--- config.mk ---
export PLATFORM = sky130hd
export DESIGN_NAME = irq_sleep_ctrl
export DESIGN_NICKNAME = d
export VERILOG_FILES = /design/src/source/irq_sleep_pkg.sv /design/src/source/irq_pending_reg.sv /design/src/source/irq_prio_arb.sv /design/src/source/irq_sleep_ctrl.sv /design/src/source/obi_outstanding_cnt.sv /design/src/source/wfi_sleep_fsm.sv
export SDC_FILE = /design/constraint.sdc
export NUM_CORES = 1
export LEC_CHECK = 0
export BUFFER_PORTS_ARGS = -buffer_cell sky130_fd_sc_hd__buf_2
export CELL_PAD_IN_SITES_DETAIL_PLACEMENT = 1
export CELL_PAD_IN_SITES_GLOBAL_PLACEMENT = 2
export CORE_MARGIN = 3
export CORE_UTILIZATION = 20
export CTS_CLUSTER_SIZE = 40
export DETAILED_ROUTE_END_ITERATION = 12
export PLACE_DENSITY_LB_ADDON = 0.1
export SLEW_MARGIN = 20
export SYNTH_ARGS = -nofsm -noshare
export SYNTH_HDL_FRONTEND = slang
export SYNTH_SLANG_ARGS = --single-unit
--- constraint.sdc ---
create_clock -name clk_i -period 1.9 [get_ports clk_i]
set_input_delay 0.095 -clock clk_i [delete_from_list [all_inputs] [get_ports clk_i]]
set_output_delay 0.095 -clock clk_i [all_outputs]
set_load 0.03 [all_outputs]
--- src/source/irq_sleep_pkg.sv ---
/*
  Shared widths, masks, encodings and bundle types of the interrupt and
  sleep controller. Interrupt lines 31..16, 11, 7 and 3 are the only ones
  implemented, and all others read as zero.
*/
`default_nettype none

package irq_sleep_pkg;

  // --------------------------------------------------------------------------
  // Widths and constants
  // --------------------------------------------------------------------------
  localparam int unsigned NUM_IRQ  = 32;
  localparam int unsigned IRQ_ID_W = 5;

  // Platform lines 31..16 plus MEI (11), MTI (7) and MSI (3)
  localparam logic [NUM_IRQ-1:0] VALID_IRQ_MASK = 32'hffff_0888;

  localparam logic [31:0] WFI_INSTR = 32'h1050_0073;
  localparam logic [31:0] WFE_INSTR = 32'h8c00_0073;

  // Writeback cycles a sleep instruction spends before sleep may start
  localparam int unsigned WFI_ENTRY_CYCLES = 2;

  localparam int unsigned OBI_CNT_W = 4;

  // --------------------------------------------------------------------------
  // Types
  // --------------------------------------------------------------------------
  typedef enum logic [1:0] {
    PRIV_LVL_U = 2'b00,
    PRIV_LVL_M = 2'b11
  } priv_lvl_e;

  // CSR view needed by the arbiter and the sleep FSM
  typedef struct packed {
    logic [NUM_IRQ-1:0] mie;
    logic               mstatus_mie;
    logic               mstatus_tw;
    priv_lvl_e          priv_lvl;
    logic               debug_mode;
  } csr_state_t;

  // Instruction currently held in writeback
  typedef struct packed {
    logic        valid;
    logic [31:0] rdata;
    logic        err;
    logic        kill;
  } wb_instr_t;

  // One OBI side as seen by a passive observer
  typedef struct packed {
    logic req;
    logic gnt;
    logic rvalid;
  } obi_mon_t;

  typedef struct packed {
    logic                ack;
    logic [IRQ_ID_W-1:0] id;
  } irq_ack_t;

endpackage

`default_nettype wire

--- src/source/irq_pending_reg.sv ---
/*
  Pending register. mip follows irq_i one cycle later with reserved lines
  forced to zero. Inputs are assumed synchronous to clk_i.
*/
`timescale 1ns/1ns
`default_nettype none

module irq_pending_reg (
  input  wire logic                              clk_i,
  input  wire logic                              rst_ni,
  input  wire logic [irq_sleep_pkg::NUM_IRQ-1:0] irq_i,
  input  wire logic [irq_sleep_pkg::NUM_IRQ-1:0] mie_i,
  output logic      [irq_sleep_pkg::NUM_IRQ-1:0] mip_o,
  output logic      [irq_sleep_pkg::NUM_IRQ-1:0] pend_en_o
);

  logic [irq_sleep_pkg::NUM_IRQ-1:0] mip_q;
  logic [irq_sleep_pkg::NUM_IRQ-1:0] mip_d;

  // Reserved lines never reach the register
  assign mip_d = irq_i & irq_sleep_pkg::VALID_IRQ_MASK;

  always_ff @(posedge clk_i or negedge rst_ni) begin
    if (!rst_ni) begin
      mip_q <= '0;
    end else begin
      mip_q <= mip_d;
    end
  end

  assign mip_o = mip_q;

  // Shared by the arbiter and the wake logic
  assign pend_en_o = mip_q & mie_i;

endmodule

`default_nettype wire

--- src/source/irq_prio_arb.sv ---
/*
  Fixed-priority interrupt arbiter with a registered, single-cycle ack.
  Order is lines 31..16, then 11, 3, 7. The cycle after an ack never acks,
  so a held line is acked at most every other cycle.
*/
`timescale 1ns/1ns
`default_nettype none

module irq_prio_arb (
  input  wire logic                              clk_i,
  input  wire logic                              rst_ni,
  input  wire logic [irq_sleep_pkg::NUM_IRQ-1:0] pend_en_i,
  input  wire irq_sleep_pkg::csr_state_t         csr_i,
  output irq_sleep_pkg::irq_ack_t                irq_ack_o
);

  logic                               win_valid;
  logic [irq_sleep_pkg::IRQ_ID_W-1:0] win_id;
  logic                               take_m;
  logic                               take_u;
  logic                               take;
  logic                               ack_d;
  logic                               ack_q;
  logic [irq_sleep_pkg::IRQ_ID_W-1:0] id_q;

  // --------------------------------------------------------------------------
  // Winner selection
  // --------------------------------------------------------------------------
  // Lowest priority is assigned first so later matches override it
  always_comb begin
    win_id    = '0;
    win_valid = |pend_en_i;
    if (pend_en_i[7]) begin
      win_id = 5'd7;
    end
    if (pend_en_i[3]) begin
      win_id = 5'd3;
    end
    if (pend_en_i[11]) begin
      win_id = 5'd11;
    end
    for (int i = 16; i < irq_sleep_pkg::NUM_IRQ; i++) begin
      if (pend_en_i[i]) begin
        win_id = i[irq_sleep_pkg::IRQ_ID_W-1:0];
      end
    end
  end

  // --------------------------------------------------------------------------
  // Take condition
  // --------------------------------------------------------------------------
  // U-mode traps to M-mode regardless of mstatus.MIE
  assign take_m = (csr_i.priv_lvl == irq_sleep_pkg::PRIV_LVL_M) && csr_i.mstatus_mie;
  assign take_u = (csr_i.priv_lvl == irq_sleep_pkg::PRIV_LVL_U) && (|pend_en_i);
  assign take   = take_m || take_u;

  assign ack_d = win_valid && take && !ack_q;

  always_ff @(posedge clk_i or negedge rst_ni) begin
    if (!rst_ni) begin
      ack_q <= 1'b0;
      id_q  <= '0;
    end else begin
      ack_q <= ack_d;
      id_q  <= win_id;
    end
  end

  assign irq_ack_o.ack = ack_q;
  assign irq_ack_o.id  = id_q;

endmodule

`default_nettype wire

--- src/source/irq_sleep_ctrl.sv ---
/*
  Machine-mode interrupt and sleep controller top level. Both OBI sides
  are only observed. All inputs are synchronous to clk_i.
*/
`timescale 1ns/1ns
`default_nettype none

module irq_sleep_ctrl (
  input  wire logic                              clk_i,
  input  wire logic                              rst_ni,
  input  wire logic [irq_sleep_pkg::NUM_IRQ-1:0] irq_i,
  input  wire irq_sleep_pkg::csr_state_t         csr_i,
  input  wire irq_sleep_pkg::wb_instr_t          wb_i,
  input  wire irq_sleep_pkg::obi_mon_t           obi_iside_i,
  input  wire irq_sleep_pkg::obi_mon_t           obi_dside_i,
  input  wire logic                              wbuf_empty_i,
  input  wire logic                              debug_req_i,
  input  wire logic                              pending_nmi_i,
  input  wire logic                              wu_wfe_i,
  output logic      [irq_sleep_pkg::NUM_IRQ-1:0] mip_o,
  output irq_sleep_pkg::irq_ack_t                irq_ack_o,
  output logic                                   core_sleep_o,
  output logic                                   wb_retire_o
);

  logic [irq_sleep_pkg::NUM_IRQ-1:0] pend_en;
  logic                              iside_busy;
  logic                              dside_busy;

  // --------------------------------------------------------------------------
  // Interrupt path
  // --------------------------------------------------------------------------
  irq_pending_reg u_pending (
    .clk_i     (clk_i),
    .rst_ni    (rst_ni),
    .irq_i     (irq_i),
    .mie_i     (csr_i.mie),
    .mip_o     (mip_o),
    .pend_en_o (pend_en)
  );

  irq_prio_arb u_arb (
    .clk_i     (clk_i),
    .rst_ni    (rst_ni),
    .pend_en_i (pend_en),
    .csr_i     (csr_i),
    .irq_ack_o (irq_ack_o)
  );

  // --------------------------------------------------------------------------
  // Bus activity
  // --------------------------------------------------------------------------
  obi_outstanding_cnt u_iside_cnt (
    .clk_i  (clk_i),
    .rst_ni (rst_ni),
    .obi_i  (obi_iside_i),
    .busy_o (iside_busy)
  );

  obi_outstanding_cnt u_dside_cnt (
    .clk_i  (clk_i),
    .rst_ni (rst_ni),
    .obi_i  (obi_dside_i),
    .busy_o (dside_busy)
  );

  // --------------------------------------------------------------------------
  // Sleep control
  // --------------------------------------------------------------------------
  wfi_sleep_fsm u_sleep (
    .clk_i         (clk_i),
    .rst_ni        (rst_ni),
    .wb_i          (wb_i),
    .csr_i         (csr_i),
    .pend_en_i     (pend_en),
    .iside_busy_i  (iside_busy),
    .dside_busy_i  (dside_busy),
    .wbuf_empty_i  (wbuf_empty_i),
    .debug_req_i   (debug_req_i),
    .pending_nmi_i (pending_nmi_i),
    .wu_wfe_i      (wu_wfe_i),
    .core_sleep_o  (core_sleep_o),
    .wb_retire_o   (wb_retire_o)
  );

endmodule

`default_nettype wire

--- src/source/obi_outstanding_cnt.sv ---
/*
  Passive outstanding-beat counter for one OBI side. A beat starts on
  req && gnt and ends on rvalid. The count saturates at both limits, and
  busy stays high one cycle after the count drains.
*/
`timescale 1ns/1ns
`default_nettype none

module obi_outstanding_cnt (
  input  wire logic                    clk_i,
  input  wire logic                    rst_ni,
  input  wire irq_sleep_pkg::obi_mon_t obi_i,
  output logic                         busy_o
);

  logic [irq_sleep_pkg::OBI_CNT_W-1:0] cnt_q;
  logic                                start;
  logic                                done;
  logic                                drain_q;

  assign start = obi_i.req && obi_i.gnt;
  assign done  = obi_i.rvalid;

  always_ff @(posedge clk_i or negedge rst_ni) begin
    if (!rst_ni) begin
      cnt_q <= '0;
    end else if (start && !done && (cnt_q != '1)) begin
      cnt_q <= cnt_q + 1'b1;
    end else if (!start && done && (cnt_q != '0)) begin
      cnt_q <= cnt_q - 1'b1;
    end
  end

  // One cycle of hysteresis after the last response
  always_ff @(posedge clk_i or negedge rst_ni) begin
    if (!rst_ni) begin
      drain_q <= 1'b0;
    end else begin
      drain_q <= |cnt_q;
    end
  end

  assign busy_o = (|cnt_q) || drain_q;

endmodule

`default_nettype wire

--- src/source/wfi_sleep_fsm.sv ---
/*
  WFI/WFE sleep FSM. The instruction must stay in writeback until
  wb_retire_o or kill. Sleep starts after two writeback cycles once both
  bus sides and the write buffer are idle; a blocked WFI waits without bound.
*/
`timescale 1ns/1ns
`default_nettype none

module wfi_sleep_fsm (
  input  wire logic                              clk_i,
  input  wire logic                              rst_ni,
  input  wire irq_sleep_pkg::wb_instr_t          wb_i,
  input  wire irq_sleep_pkg::csr_state_t         csr_i,
  input  wire logic [irq_sleep_pkg::NUM_IRQ-1:0] pend_en_i,
  input  wire logic                              iside_busy_i,
  input  wire logic                              dside_busy_i,
  input  wire logic                              wbuf_empty_i,
  input  wire logic                              debug_req_i,
  input  wire logic                              pending_nmi_i,
  input  wire logic                              wu_wfe_i,
  output logic                                   core_sleep_o,
  output logic                                   wb_retire_o
);

  typedef enum logic [1:0] {
    IDLE,
    WAIT,
    SLEEP
  } state_e;

  typedef logic [$clog2(irq_sleep_pkg::WFI_ENTRY_CYCLES + 1)-1:0] entry_cnt_t;

  state_e     state_q;
  state_e     state_d;
  entry_cnt_t cnt_q;
  entry_cnt_t cnt_d;
  logic       is_wfi;
  logic       is_wfe;
  logic       instr_ok;
  logic       sleep_instr;
  logic       blocked;
  logic       wake;
  logic       entry_done;

  // --------------------------------------------------------------------------
  // Instruction recognition
  // --------------------------------------------------------------------------
  assign is_wfi = wb_i.rdata == irq_sleep_pkg::WFI_INSTR;
  assign is_wfe = wb_i.rdata == irq_sleep_pkg::WFE_INSTR;

  // U-mode with TW set traps instead of sleeping
  assign instr_ok = wb_i.valid && !wb_i.err && !wb_i.kill && !csr_i.debug_mode &&
                    !((csr_i.priv_lvl == irq_sleep_pkg::PRIV_LVL_U) && csr_i.mstatus_tw);

  assign sleep_instr = instr_ok && (is_wfi || is_wfe);

  assign blocked = iside_busy_i || dside_busy_i || !wbuf_empty_i;

  // wu_wfe_i only wakes a WFE
  assign wake = (|pend_en_i) || debug_req_i || pending_nmi_i || (wu_wfe_i && is_wfe);

  assign entry_done = cnt_q == entry_cnt_t'(irq_sleep_pkg::WFI_ENTRY_CYCLES - 1);

  // --------------------------------------------------------------------------
  // Next state
  // --------------------------------------------------------------------------
  always_comb begin
    state_d = state_q;
    cnt_d   = cnt_q;
    case (state_q)
      IDLE: begin
        if (sleep_instr) begin
          state_d = WAIT;
          cnt_d   = entry_cnt_t'(1);
        end
      end
      WAIT: begin
        if (!sleep_instr || wake) begin
          state_d = IDLE;
        end else if (!entry_done) begin
          cnt_d = cnt_q + 1'b1;
        end else if (!blocked) begin
          state_d = SLEEP;
        end
      end
      SLEEP: begin
        if (!sleep_instr || wake) begin
          state_d = IDLE;
        end
      end
      default: begin
        state_d = IDLE;
      end
    endcase
  end

  always_ff @(posedge clk_i or negedge rst_ni) begin
    if (!rst_ni) begin
      state_q <= IDLE;
      cnt_q   <= '0;
    end else begin
      state_q <= state_d;
      cnt_q   <= cnt_d;
    end
  end

  // --------------------------------------------------------------------------
  // Outputs
  // --------------------------------------------------------------------------
  // Wake drops sleep in the same cycle, before the state register follows
  assign core_sleep_o = (state_q == SLEEP) && !wake;

  assign wb_retire_o = (state_q != IDLE) && sleep_instr && wake;

endmodule

`default_nettype wire

* After elaboration in Yosys (flattened, before gate mapping)
Cells that the tools add are included.
Word-level totals: flip-flop bits (word level) 39, output and inout port bits 40, word-level logic and storage cells 120
Operators by class: add/subtract/negate cells 5, equality and inequality tests 14, mux-type cells 32, bitwise gates (word level) 1, reduce and logical (&&, ||, !) cells 59
Operators with widths (number):
- 5-bit two-way mux | 18
- 32-bit bitwise AND | 1
- 32-bit by 29-bit == test with 1-bit output (second input constant) | 1
- 32-bit == test (second input constant) | 1
- 32-bit OR reduction | 1
- 1-bit logical AND | 24
- 4-bit two-way mux | 4
- 2-bit two-way mux | 7
- 1-bit logical NOT | 12
- 1-bit logical OR | 10
- 4-bit by 1-bit adder with 4-bit output (second input constant) | 2
- 4-bit != test (second input constant) | 2
- 4-bit AND reduction | 2
- 2-bit nonzero test | 4
- 4-bit nonzero test | 2
- 4-bit OR reduction | 2
- 4-bit by 1-bit subtractor with 4-bit output (second input constant) | 2
- 2-bit one-hot mux with 3 select lines | 1
- 2-bit by 1-bit == test with 1-bit output (second input constant) | 2
- 2-bit == test (second input constant) | 2
- 2-bit logical NOT | 2
- 2-bit by 1-bit != test with 1-bit output (second input constant) | 2
- 2-bit != test (second input constant) | 2
- 2-bit one-hot mux with 2 select lines | 1
- 4 further kinds | 4

* Longest topological paths before layout
Gate-level depths: netlist of the first run.
depth after elaboration 20, depth in mapped cells 8

* By module
From an unflattened synthesis of the first run, not the netlist that was laid out.
Second synthesis, totals: cells, all modules 228, area total of the unflattened synthesis 2343.5 µm²
Modules (own cells, without submodules):
- irq_pending_reg | instances 1, cells each 65, area each 793.3 µm²
- obi_outstanding_cnt | instances 2, cells each 27, area each 330.3 µm²
- wfi_sleep_fsm | instances 1, cells each 57, area each 462.9 µm²
- irq_prio_arb | instances 1, cells each 52, area each 426.7 µm²

* Worst setup path before layout of the first run
No wires, ideal clock.
path kind register -> register, start point reg u_iside_cnt.cnt_q[1] (netlist bit), end point reg u_iside_cnt.cnt_q[3] (netlist bit), setup time 0.125 ns, data arrival time 1.943 ns, data required time 1.775 ns, path slack -0.169 ns, stages on the path, launching flop included 9, path buffers 0, cells stage by stage dfrtp_1 > and4_1 > or3_1 > ha_1 > a21o_1 > a21oi_1 > xor2_1 > nor2_1 > xor2_1
Between the ends: word-level cells in the longest chain between the ends 3, elaborated cells between the ends (all ways) 9, those cells by class add/sub: 2; eq/ne: 1; mux: 2; reduce/logical: 4
RTL lines:
- from (decl) | line obi_outstanding_cnt.sv:16 | logic [irq_sleep_pkg::OBI_CNT_W-1:0] cnt_q;
- from (signal assigned) | line obi_outstanding_cnt.sv:28 | cnt_q <= cnt_q + 1'b1;
- from (signal assigned) | line obi_outstanding_cnt.sv:30 | cnt_q <= cnt_q - 1'b1;
- 4-bit by 1-bit subtractor with 4-bit output, or another cell as far along | line obi_outstanding_cnt.sv:30
- 4-bit two-way mux, or another cell as far along | line obi_outstanding_cnt.sv:29 | end else if (!start && done && (cnt_q != '0)) begin
- 4-bit two-way mux / 2-bit nonzero test (equally long branches)
Several ways; a longest one is shown, not always the timed one. The select of a mux whose other input is x is not followed. A chain may end at the register's enable or synchronous reset.

* Worst setup path in the final report of the first run
start point reg u_pending.mip_q, in the netlist u_pending.mip_o[22], end point out wb_retire_o
Between the ends: word-level cells in the longest chain between the ends 6
RTL lines:
- from (decl) | line irq_pending_reg.sv:17 | logic [irq_sleep_pkg::NUM_IRQ-1:0] mip_q;
- from (signal assigned) | line irq_pending_reg.sv:27 | mip_q <= mip_d;
- 32-bit bitwise AND | line irq_pending_reg.sv:34 | assign pend_en_o = mip_q & mie_i;
- 32-bit OR reduction | line wfi_sleep_fsm.sv:60 | assign wake = (|pend_en_i) || debug_req_i || pending_nmi_i || (wu_wfe_i && is_wfe);
- 1-bit logical OR (3 in a row) | line wfi_sleep_fsm.sv:60
- 1-bit logical AND | line wfi_sleep_fsm.sv:113 | assign wb_retire_o = (state_q != IDLE) && sleep_instr && wake;
- to (decl) | line irq_sleep_ctrl.sv:23 | output logic wb_retire_o
No other way between the ends.

==> results of run 1 <==
## layer usage
metal,global-route usage,routed length [um],vias to the layer above,part of all wire
met2,0.225,3720,64,0.51
met1,0.153,2990,990,0.41
met4,0.0338,116,0,0.016
li1,-,-,1038,-
met5,0,0,-,0
met3,0.0312,460,11,0.063
## worst max path at each step
| stage | start | to | slack (ps) | cells past startpoint |
|---|---|---|---|---|
| 2_1_floorplan | u_iside_cnt.cnt_q[1] | u_iside_cnt.cnt_q[3] | -100 | 8 |
| 3_3_place_gp | u_dside_cnt.cnt_q[1] | u_dside_cnt.cnt_q[2] | -120 | 4 |
| 3_5_place_dp | u_dside_cnt.cnt_q[3] | u_dside_cnt.cnt_q[3] | -160 | 8 |
| 4_1_cts | u_pending.mip_o[22] | wb_retire_o | -160 | 6 |
| 5_1_grt | u_iside_cnt.cnt_q[3] | u_iside_cnt.cnt_q[3] | -200 | 8 |
| 6_report | u_pending.mip_o[22] | wb_retire_o | -130 | 6 |
## cell type report
type	count	area, um^2	area share
Timing Repair Buffer	183	1160	0.320
Multi-Input combinational cell	134	1170	0.325
Sequential cell	39	983	0.272
Clock inverter	2	38.8	0.0107
Inverter	4	15.0	0.00415
Tap cell	133	166	0.0460
Clock buffer	6	82.6	0.0228
## timing repair
action,CTS,global route
gates cloned,0,0
endpoints found under the setup margin,11,12
gates resized for setup,23,9
hold buffers,20,0
setup buffers,10,4
pin swaps,21,14
hold endpoints to repair,51,0
## power breakdown
part | switching, mW | total [mW] | internal (mW)
registers | 0.0692 | 1.04 | 0.966
clock network | 0.316 | 0.749 | 0.432
logic | 0.586 | 1.26 | 0.672
total | 0.971 | 3.04 | 2.07
## worst min-delay path, cell delays in order
cell	delay, ps
buf_2	90
a221oi_1	70
nand2_1	60
## placed cells by master, fill, tap and decap left out, types with 4 or more instances in the layout
cell           instances
buf_2                114
buf_4                 44
dfrtp_1               33
dlygate4sd3_1         20
nand2_1               13
conb_1                13
nand3_1                9
a22oi_1                6
clkbuf_8               6
dfrtp_2                6
buf_6                  5
nor2_1                 4
xor2_1                 4
ha_4                   4
## cells by family (layout without fill, tap and decap cells)
logic type	Yosys count	in the layout	synth area share
AO/OA/AOI/OAI	42	42	0.169
XOR/XNOR	7	7	0.0299
adder cells (fa/ha/maj)	7	7	0.0500
buffers and inverters	19	195	0.0610
flip-flops	39	39	0.476
multiplexers	3	3	0.0165
other	1	13	0.00183
AND/OR/NAND/NOR	62	62	0.196
## sequential cells by signal, indices dropped and copies added (netlist names)
register / flops
u_sleep.cnt_q: 2
u_sleep.state_q: 2
u_arb.ack_q: 1
u_pending.mip_o: 19
u_iside_cnt.drain_q: 1
u_dside_cnt.cnt_q: 4
u_dside_cnt.drain_q: 1
u_arb.id_q: 5
u_iside_cnt.cnt_q: 4
==> impl_metrics.tcl, run 1 <==
set metrics [dict create \
    p_leak_nw 1.68 \
    cts_buffers 5 \
    grt_max_degree 34 \
    grt_pass1_vias 2327 \
    ant_nets 0 \
    status "finished with violations" \
    hold_class "input port to flop" \
    critPathArrivalTime_ps 1940 \
    post-route-period-util 1.07 \
    die_w_um 107 \
    setup_viol_count_final 10 \
    critPathRequiredTime_ps 1800 \
    synth_top_area_cell "dfrtp_1" \
    synth_top_area_frac 0.476 \
    fmax_ghz 0.492 \
    rsz0062_at_grt "true" \
    cap_violations 0 \
    critPathLaunchType "flop" \
    cts_root_buf "clkbuf_8" \
    rrSetupSlack_ps -120 \
    dr.first_iter.drc_count 68 \
    cts_num_sinks 39 \
    synth_edf_count 0 \
    finalCriticalPeriod_ps 2030 \
    syn_avg_cell_area_um2 11.4 \
    insertion_delay_ps 290 \
    area_growth_pct 76.4 \
    die_h_um 107 \
    hold_depth 3 \
    ff2ff_path_depth 7 \
    clock_path_buffers 2 \
    dieArea_um2 11500 \
    synth_flop_cell "dfrtp_1" \
    yosys_warnings 0 \
    tightest_slew_ps 762 \
    h-tree-depth 2 \
    antennaDiodeCount 0 \
    finalWirelength_um 7290 \
    drv_slew 0 \
    hp-start "csr_i[36]" \
    pwr_density_cell_nw_per_um2 840 \
    yosys.cell_types.count 55 \
    syn-instance-count 180 \
    drt-vias-per-instance 4.20 \
    seq_area_frac_synth 0.476 \
    slowest_stage "dfrtp_2" \
    async_flop_share 1.00 \
    netlist_top_cells_count "dfrtp_1 (39), buf_4 (14), nand2_1 (13)" \
    criticalPathCategory "flop to output port" \
    power.total_mw 3.04 \
    skew_ps 5.45 \
    fillers 1141 \
    nNetsFinal 490 \
    placedCellCount 460 \
    final_area_um2 3620 \
    cts.clk_slew.worst_paths_ps 80 \
    cts_tree "done" \
    r2r-end "u_sleep.cnt_q[0]" \
    relSlewSlack 0.492 \
    whs_ps 60.2 \
    r2r_start "u_pending.mip_o[22]" \
    grt_overflow 0 \
    track_usage 0.127 \
    core_area_um2 9860 \
    violations "setup timing" \
    num_vias 2103 \
    final_hold_viol_count 0 \
    yosys-top-cells-area "dfrtp_1 (48%), buf_4 (5.1%), ha_1 (3.1%)" \
    placed_area_um2 3050 \
    dp_hpwl_um 5690 \
    crit_chain "a22o_4 > nor4_4 > nand3_2 > or2_4 > o211a_1 > buf_6" \
    synth-seq-cells 39 \
    drive_gt1_frac 0.579 \
    antenna_found_initial 0 \
    rows 36 \
    worst-path-buf-inv 1 \
    max_stage_delay_ps 410 \
    dr.pass1.iters 6 \
    numPortBuffers 116 \
    synth_most_common_cell "dfrtp_1" \
    grt_pass1_wl_um 11500 \
    ir_worst_vdd_uv 363 \
    synth_area_um2 2050 \
    critPathMaxFanout 3 \
    place_ws_ps -161 \
    drc_errors 0 \
    hold_end "u_arb.id_q[0]" \
    gp_congestion 0.769 \
    initial_utilization 0.208 \
    cp_top_family "simple AND/OR/NAND/NOR gates" \
    layout.cells.non_filler 501 \
    tns_ps -647 \
    io_pins 156 \
    fin_util 0.367 \
    setup_ws_ps -131 \
    wl_per_cell_um 14.5 \
    endpoint_kind "output port" \
]
(Power assumes the default switching activity.)
==> run 2, diff against run 1 <==
- CELL_PAD_IN_SITES_DETAIL_PLACEMENT: 1 -> 2
==> run 2 against run 1 <==
  * Power is 7.4% lower
  * The run still ends with setup timing left
  * Clock skew is 2.6 ps higher
  * Non-clock buffer count is 1 lower
  * Critical endpoint unchanged
  * Largest cell class is now buffers
  * First-iteration DRC count is 29% lower
  * Highest routed layer unchanged
  * Hold slack better by 14 ps
==> impl_metrics.tcl, run 2 (synthesized netlist as in run 1, its figures left out) <==
set metrics [dict create \
    fillers 1114 \
    drc_errors 0 \
    antenna_found_initial 0 \
    numPortBuffers 116 \
    clock_path_buffers 2 \
    layout_common_cells "buf_2 (114), buf_4 (44), dfrtp_1 (33), dlygate4sd3_1 (20)" \
    area_growth_pct 72.2 \
    layout_commonest_cell "buf_2" \
    insertion_delay_ps 290 \
    num_vias 2146 \
    cts_num_sinks 39 \
    final_area_um2 3530 \
    antennaDiodeCount 0 \
    relSlewSlack 0.492 \
    track_usage 0.136 \
    cts_tree "done" \
    gp_congestion 0.769 \
    p_leak_nw 1.64 \
    core_area_um2 9860 \
    largest_reg_flops 19 \
    post-route-period-util 1.07 \
    whs_ps 74.4 \
    grt_overflow 0 \
    h-tree-depth 2 \
    grt_pass1_vias 2463 \
    skew_ps 8.01 \
    drive_gt1_frac 0.567 \
    finalWirelength_um 7670 \
    rows 36 \
    criticalPathCategory "flop to output port" \
    pwr_density_cell_nw_per_um2 798 \
    multi_input_area_um2 1130 \
    final_hold_viol_count 0 \
    tightest_slew_ps 762 \
    cap_violations 0 \
    dr.first_iter.drc_count 48 \
    drt-vias-per-instance 4.29 \
    critPathArrivalTime_ps 1940 \
    status "finished with violations" \
    endpoint_kind "output port" \
    max_stage_delay_ps 410 \
    ir_worst_vdd_uv 301 \
    power.total_mw 2.82 \
    slowest_stage "dfrtp_2" \
    crit_chain "a22o_4 > nor4_4 > nand3_2 > or2_4 > o211a_1 > buf_6" \
    critPathMaxFanout 3 \
    critPathRequiredTime_ps 1800 \
    grt_pass1_wl_um 12400 \
    use_met1 0.159 \
    setup_ws_ps -132 \
    wl_per_cell_um 15.3 \
    seqCellArea_um2 983 \
    cts_root_buf "clkbuf_8" \
    violations "setup timing" \
    initial_utilization 0.208 \
    setup_viol_count_final 6 \
    critPathLaunchType "flop" \
    die_h_um 107 \
    rsz0062_at_grt "true" \
    nNetsFinal 489 \
    dr.pass1.iters 4 \
    cts_buffers 5 \
    die_w_um 107 \
    drv_slew 0 \
    dp_hpwl_um 6140 \
    hold_class "input port to flop" \
    tns_ps -499 \
    grt.met3_usage 0.0324 \
    placed_area_um2 3050 \
    cts.clk_slew.worst_paths_ps 80 \
    ant_nets 0 \
    finalCriticalPeriod_ps 2030 \
    grt.met2_usage 0.250 \
    fmax_ghz 0.492 \
    grt_max_degree 34 \
    dieArea_um2 11500 \
    grt.busiest_layer "met2" \
    io_pins 156 \
]
## run 2: path summary, 6_finish.rpt
path / slack, ps / startpoint / end / cells past startpoint
worst max-delay path: -130 / u_pending.mip_o[20] / wb_retire_o / 6
min in group asynchronous: 410 / rst_ni / u_arb.id_q[1] / 2
worst min-delay path: 70 / csr_i[36] / u_arb.id_q[0] / 3
max in group asynchronous: 870 / rst_ni / u_sleep.state_q[1] / 3
worst min register to register: 550 / u_iside_cnt.cnt_q[3] / u_iside_cnt.cnt_q[3] / 2
worst max register to register: -100 / u_pending.mip_o[20] / u_sleep.cnt_q[0] / 6
## run 2: critical path, delay by kind of cell (launching register included)
family,cells,cell delay [ps]
and+or+nand+nor,3,700
DFF,1,410
AOI/OAI and AO/OA,2,400
buffers and inverters,1,140
## run 2: final cells by class
type                    instances  area share
clock inverters                 2     0.00354
inverters                       4     0.00425
flip-flops and latches         39       0.279
repair buffers                182       0.325
well taps                     133      0.0471
multi-input cells             134       0.321
clock buffers                   6      0.0206
## run 2: where the power goes
group          switching [mW]  leakage, nW  total [mW]  internal, mW
logic                   0.574         1.16        1.23         0.653
clock network           0.304       0.0412       0.561         0.257
registers              0.0630        0.442        1.03         0.966
total                   0.941         1.64        2.82          1.88
## run 2: layer usage
layer	routed length, um	share of wire	vias up
li1	-	-	1031
met1	3060	0.40	1042
met2	4090	0.53	67
met3	448	0.058	6
met4	80	0.010	0
met5	0	0	-
## run 2: repair_timing
item                                    4_1_cts  5_1_grt
resized for setup                            17        7
buffers inserted                              9        3
pin swaps                                    22        9
hold endpoints to repair                     51        0
hold buffers                                 20        0
endpoints found under the setup margin       12       12
## run 2: per-stage QoR
step,instances,utilization,setup slack [ps]
after CTS,497,0.353,-157
final,500,0.358,-132
after global placement,460,0.309,-122
after global routing,500,0.358,-227
after floorplan,192,-,-101
after detailed placement,460,0.309,-164
==> run 3, diff against run 2 <==
- REMOVE_ABC_BUFFERS: not set -> 1
- SETUP_SLACK_MARGIN: not set -> 0.02
- SKIP_LAST_GASP: not set -> 1
==> run 3 against run 2 <==
  * The run still ends with setup timing left
  * Clock-buffer cell count did not move
  * Clock power rose by 2%
  * Fmax fell by 0.43%
  * Sequential power barely moved
  * Critical path type unchanged
  * Highest routed layer unchanged
==> impl_metrics.tcl, run 3 (synthesized netlist as in run 1, its figures left out) <==
set metrics [dict create \
    status "finished with violations" \
    violations "setup timing" \
    critPathRequiredTime_ps 1800 \
    finalCriticalPeriod_ps 2040 \
    p_leak_nw 1.68 \
    placedCellCount 461 \
    h-tree-depth 2 \
    initial_utilization 0.208 \
    cts_buffers 5 \
    area_growth_pct 75.4 \
    antennaDiodeCount 0 \
    finalWirelength_um 7970 \
    track_usage 0.141 \
    clkPwrFrac 0.199 \
    drc_errors 0 \
    largest_reg_flops 19 \
    drv_slew 0 \
    clock_path_buffers 2 \
    final_hold_viol_count 0 \
    tns_ps -601 \
    cts_tree "done" \
    ant_nets 0 \
    pwr-share-comb 0.444 \
    layout.cells.non_filler 504 \
    grt.busiest_layer "met2" \
    io_pins 156 \
    whs_ps 71.5 \
    rsz0062_at_grt "true" \
    criticalPathCategory "flop to output port" \
    nNetsFinal 494 \
    numPortBuffers 116 \
    ir_worst_vdd_uv 474 \
    post-route-period-util 1.07 \
    die_h_um 107 \
    cts.clk_slew.worst_paths_ps 80 \
    pwr_density_cell_nw_per_um2 803 \
    grt_overflow 0 \
    grt.met2_usage 0.269 \
    cts_num_sinks 39 \
    use_met1 0.160 \
    fmax_ghz 0.490 \
    setup_ws_ps -141 \
    crit_chain "a22o_4 > nor4_4 > nand3_2 > or2_4 > o211a_1 > buf_6" \
    dr.pass1.iters 6 \
    skew_ps 7.66 \
    pwr-share-seq 0.357 \
    wl_per_cell_um 15.8 \
    critPathArrivalTime_ps 1950 \
    power.switching_mw 0.959 \
    critPathMaxFanout 3 \
    critPathLaunchType "flop" \
    cap_violations 0 \
    endpoint_kind "output port" \
    antenna_found_initial 0 \
    num_vias 2193 \
    max_stage_delay_ps 410 \
    cell_internal_pwr_mw 1.93 \
    slowest_stage "dfrtp_1" \
    drive_gt1_frac 0.577 \
    tightest_slew_ps 525 \
    setup_viol_count_final 6 \
    insertion_delay_ps 290 \
    relSlewSlack 0.650 \
    drt-vias-per-instance 4.35 \
    switching_share 0.332 \
    grt_pass1_wl_um 12800 \
    die_w_um 107 \
    dr.first_iter.drc_count 47 \
    hold_class "input port to flop" \
    layout_common_cells "buf_2 (114), buf_4 (47), dfrtp_1 (38), dlygate4sd3_1 (20)" \
    gp_congestion 0.729 \
    rows 36 \
    dp_hpwl_um 6310 \
    grt_pass1_vias 2462 \
    dieArea_um2 11500 \
    cts_root_buf "clkbuf_8" \
    fin_util 0.365 \
    core_area_um2 9860 \
    grt.met3_usage 0.0264 \
    layout_commonest_cell "buf_2" \
    grt_max_degree 22 \
]
run 3: changes by cell type in the layout (fill, tap and decap cells not counted), moves of 2 or more:
cell / before / now
a22oi_1: 6 / 4
a22oi_2: 0 / 2
buf_4: 44 / 47
buf_6: 4 / 6
dfrtp_1: 33 / 38
dfrtp_2: 6 / 1
run 3: cell type report:
cell class / instances / area, um^2
Multi-Input combinational cell: 134 / 1160
Sequential cell: 39 / 977
Fill cell: 1080 / 6270
Tap cell: 133 / 166
Clock inverter: 1 / 5.00
Inverter: 4 / 15.0
Clock buffer: 6 / 82.6
Timing Repair Buffer: 187 / 1190
run 3: final timing paths:
kind,from,endpoint,slack [ps],cells after the start
max,u_pending.mip_o[22],wb_retire_o,-140,6
min,csr_i[16],u_arb.id_q[3],70,3
max reg2reg,u_pending.mip_o[22],u_sleep.cnt_q[0],-110,6
min reg2reg,u_iside_cnt.cnt_q[3],u_iside_cnt.cnt_q[3],550,2
max in group asynchronous,rst_ni,u_sleep.cnt_q[0],910,3
min in group asynchronous,rst_ni,u_sleep.state_q[0],320,2
run 3: per-layer routing:
| metal | vias to the layer above | wire, um |
|---|---|---|
| met2 | 55 | 4450 |
| met4 | 0 | 157 |
| met3 | 12 | 350 |
| li1 | 1036 | - |
| met5 | - | 0 |
| met1 | 1090 | 3010 |
run 3: through the flow:
step / power [mW] / instance area (um^2) / worst slack, ps
final: 2.89 / 3600 / -141
after global placement: 2.04 / 3000 / -183
after detailed placement: 2.08 / 3000 / -335
after global routing: 3.14 / 3600 / -239
after CTS: 2.88 / 3460 / -169
after floorplan: 1.57 / 1990 / -172
run 3: what timing repair did:
| item | in CTS | in global routing |
|---|---|---|
| gates resized for setup | 24 | 17 |
| hold buffers | 20 | 0 |
| buffers inserted | 7 | 12 |
| pin swaps | 21 | 16 |
| gates cloned | 0 | 0 |
| setup endpoints to repair | 13 | 14 |
| hold endpoints to repair | 39 | 0 |
run 3: critical path, delay by kind of cell (launching register included):
kind	cells	cell delay, ps
AOI/OAI and AO/OA	2	390
DFF	1	410
and+or+nand+nor	3	730
buffers and inverters	1	140
run 3: power groups by stage:
stage | clock network [mW] | logic (mW) | registers [mW]
finish | 0.574 | 1.28 | 1.03
floorplan | 0 | 0.429 | 1.14
global route | 0.644 | 1.44 | 1.05
global placement | 0 | 1.01 | 1.04
detailed placement | 0 | 1.03 | 1.05
CTS | 0.613 | 1.24 | 1.03
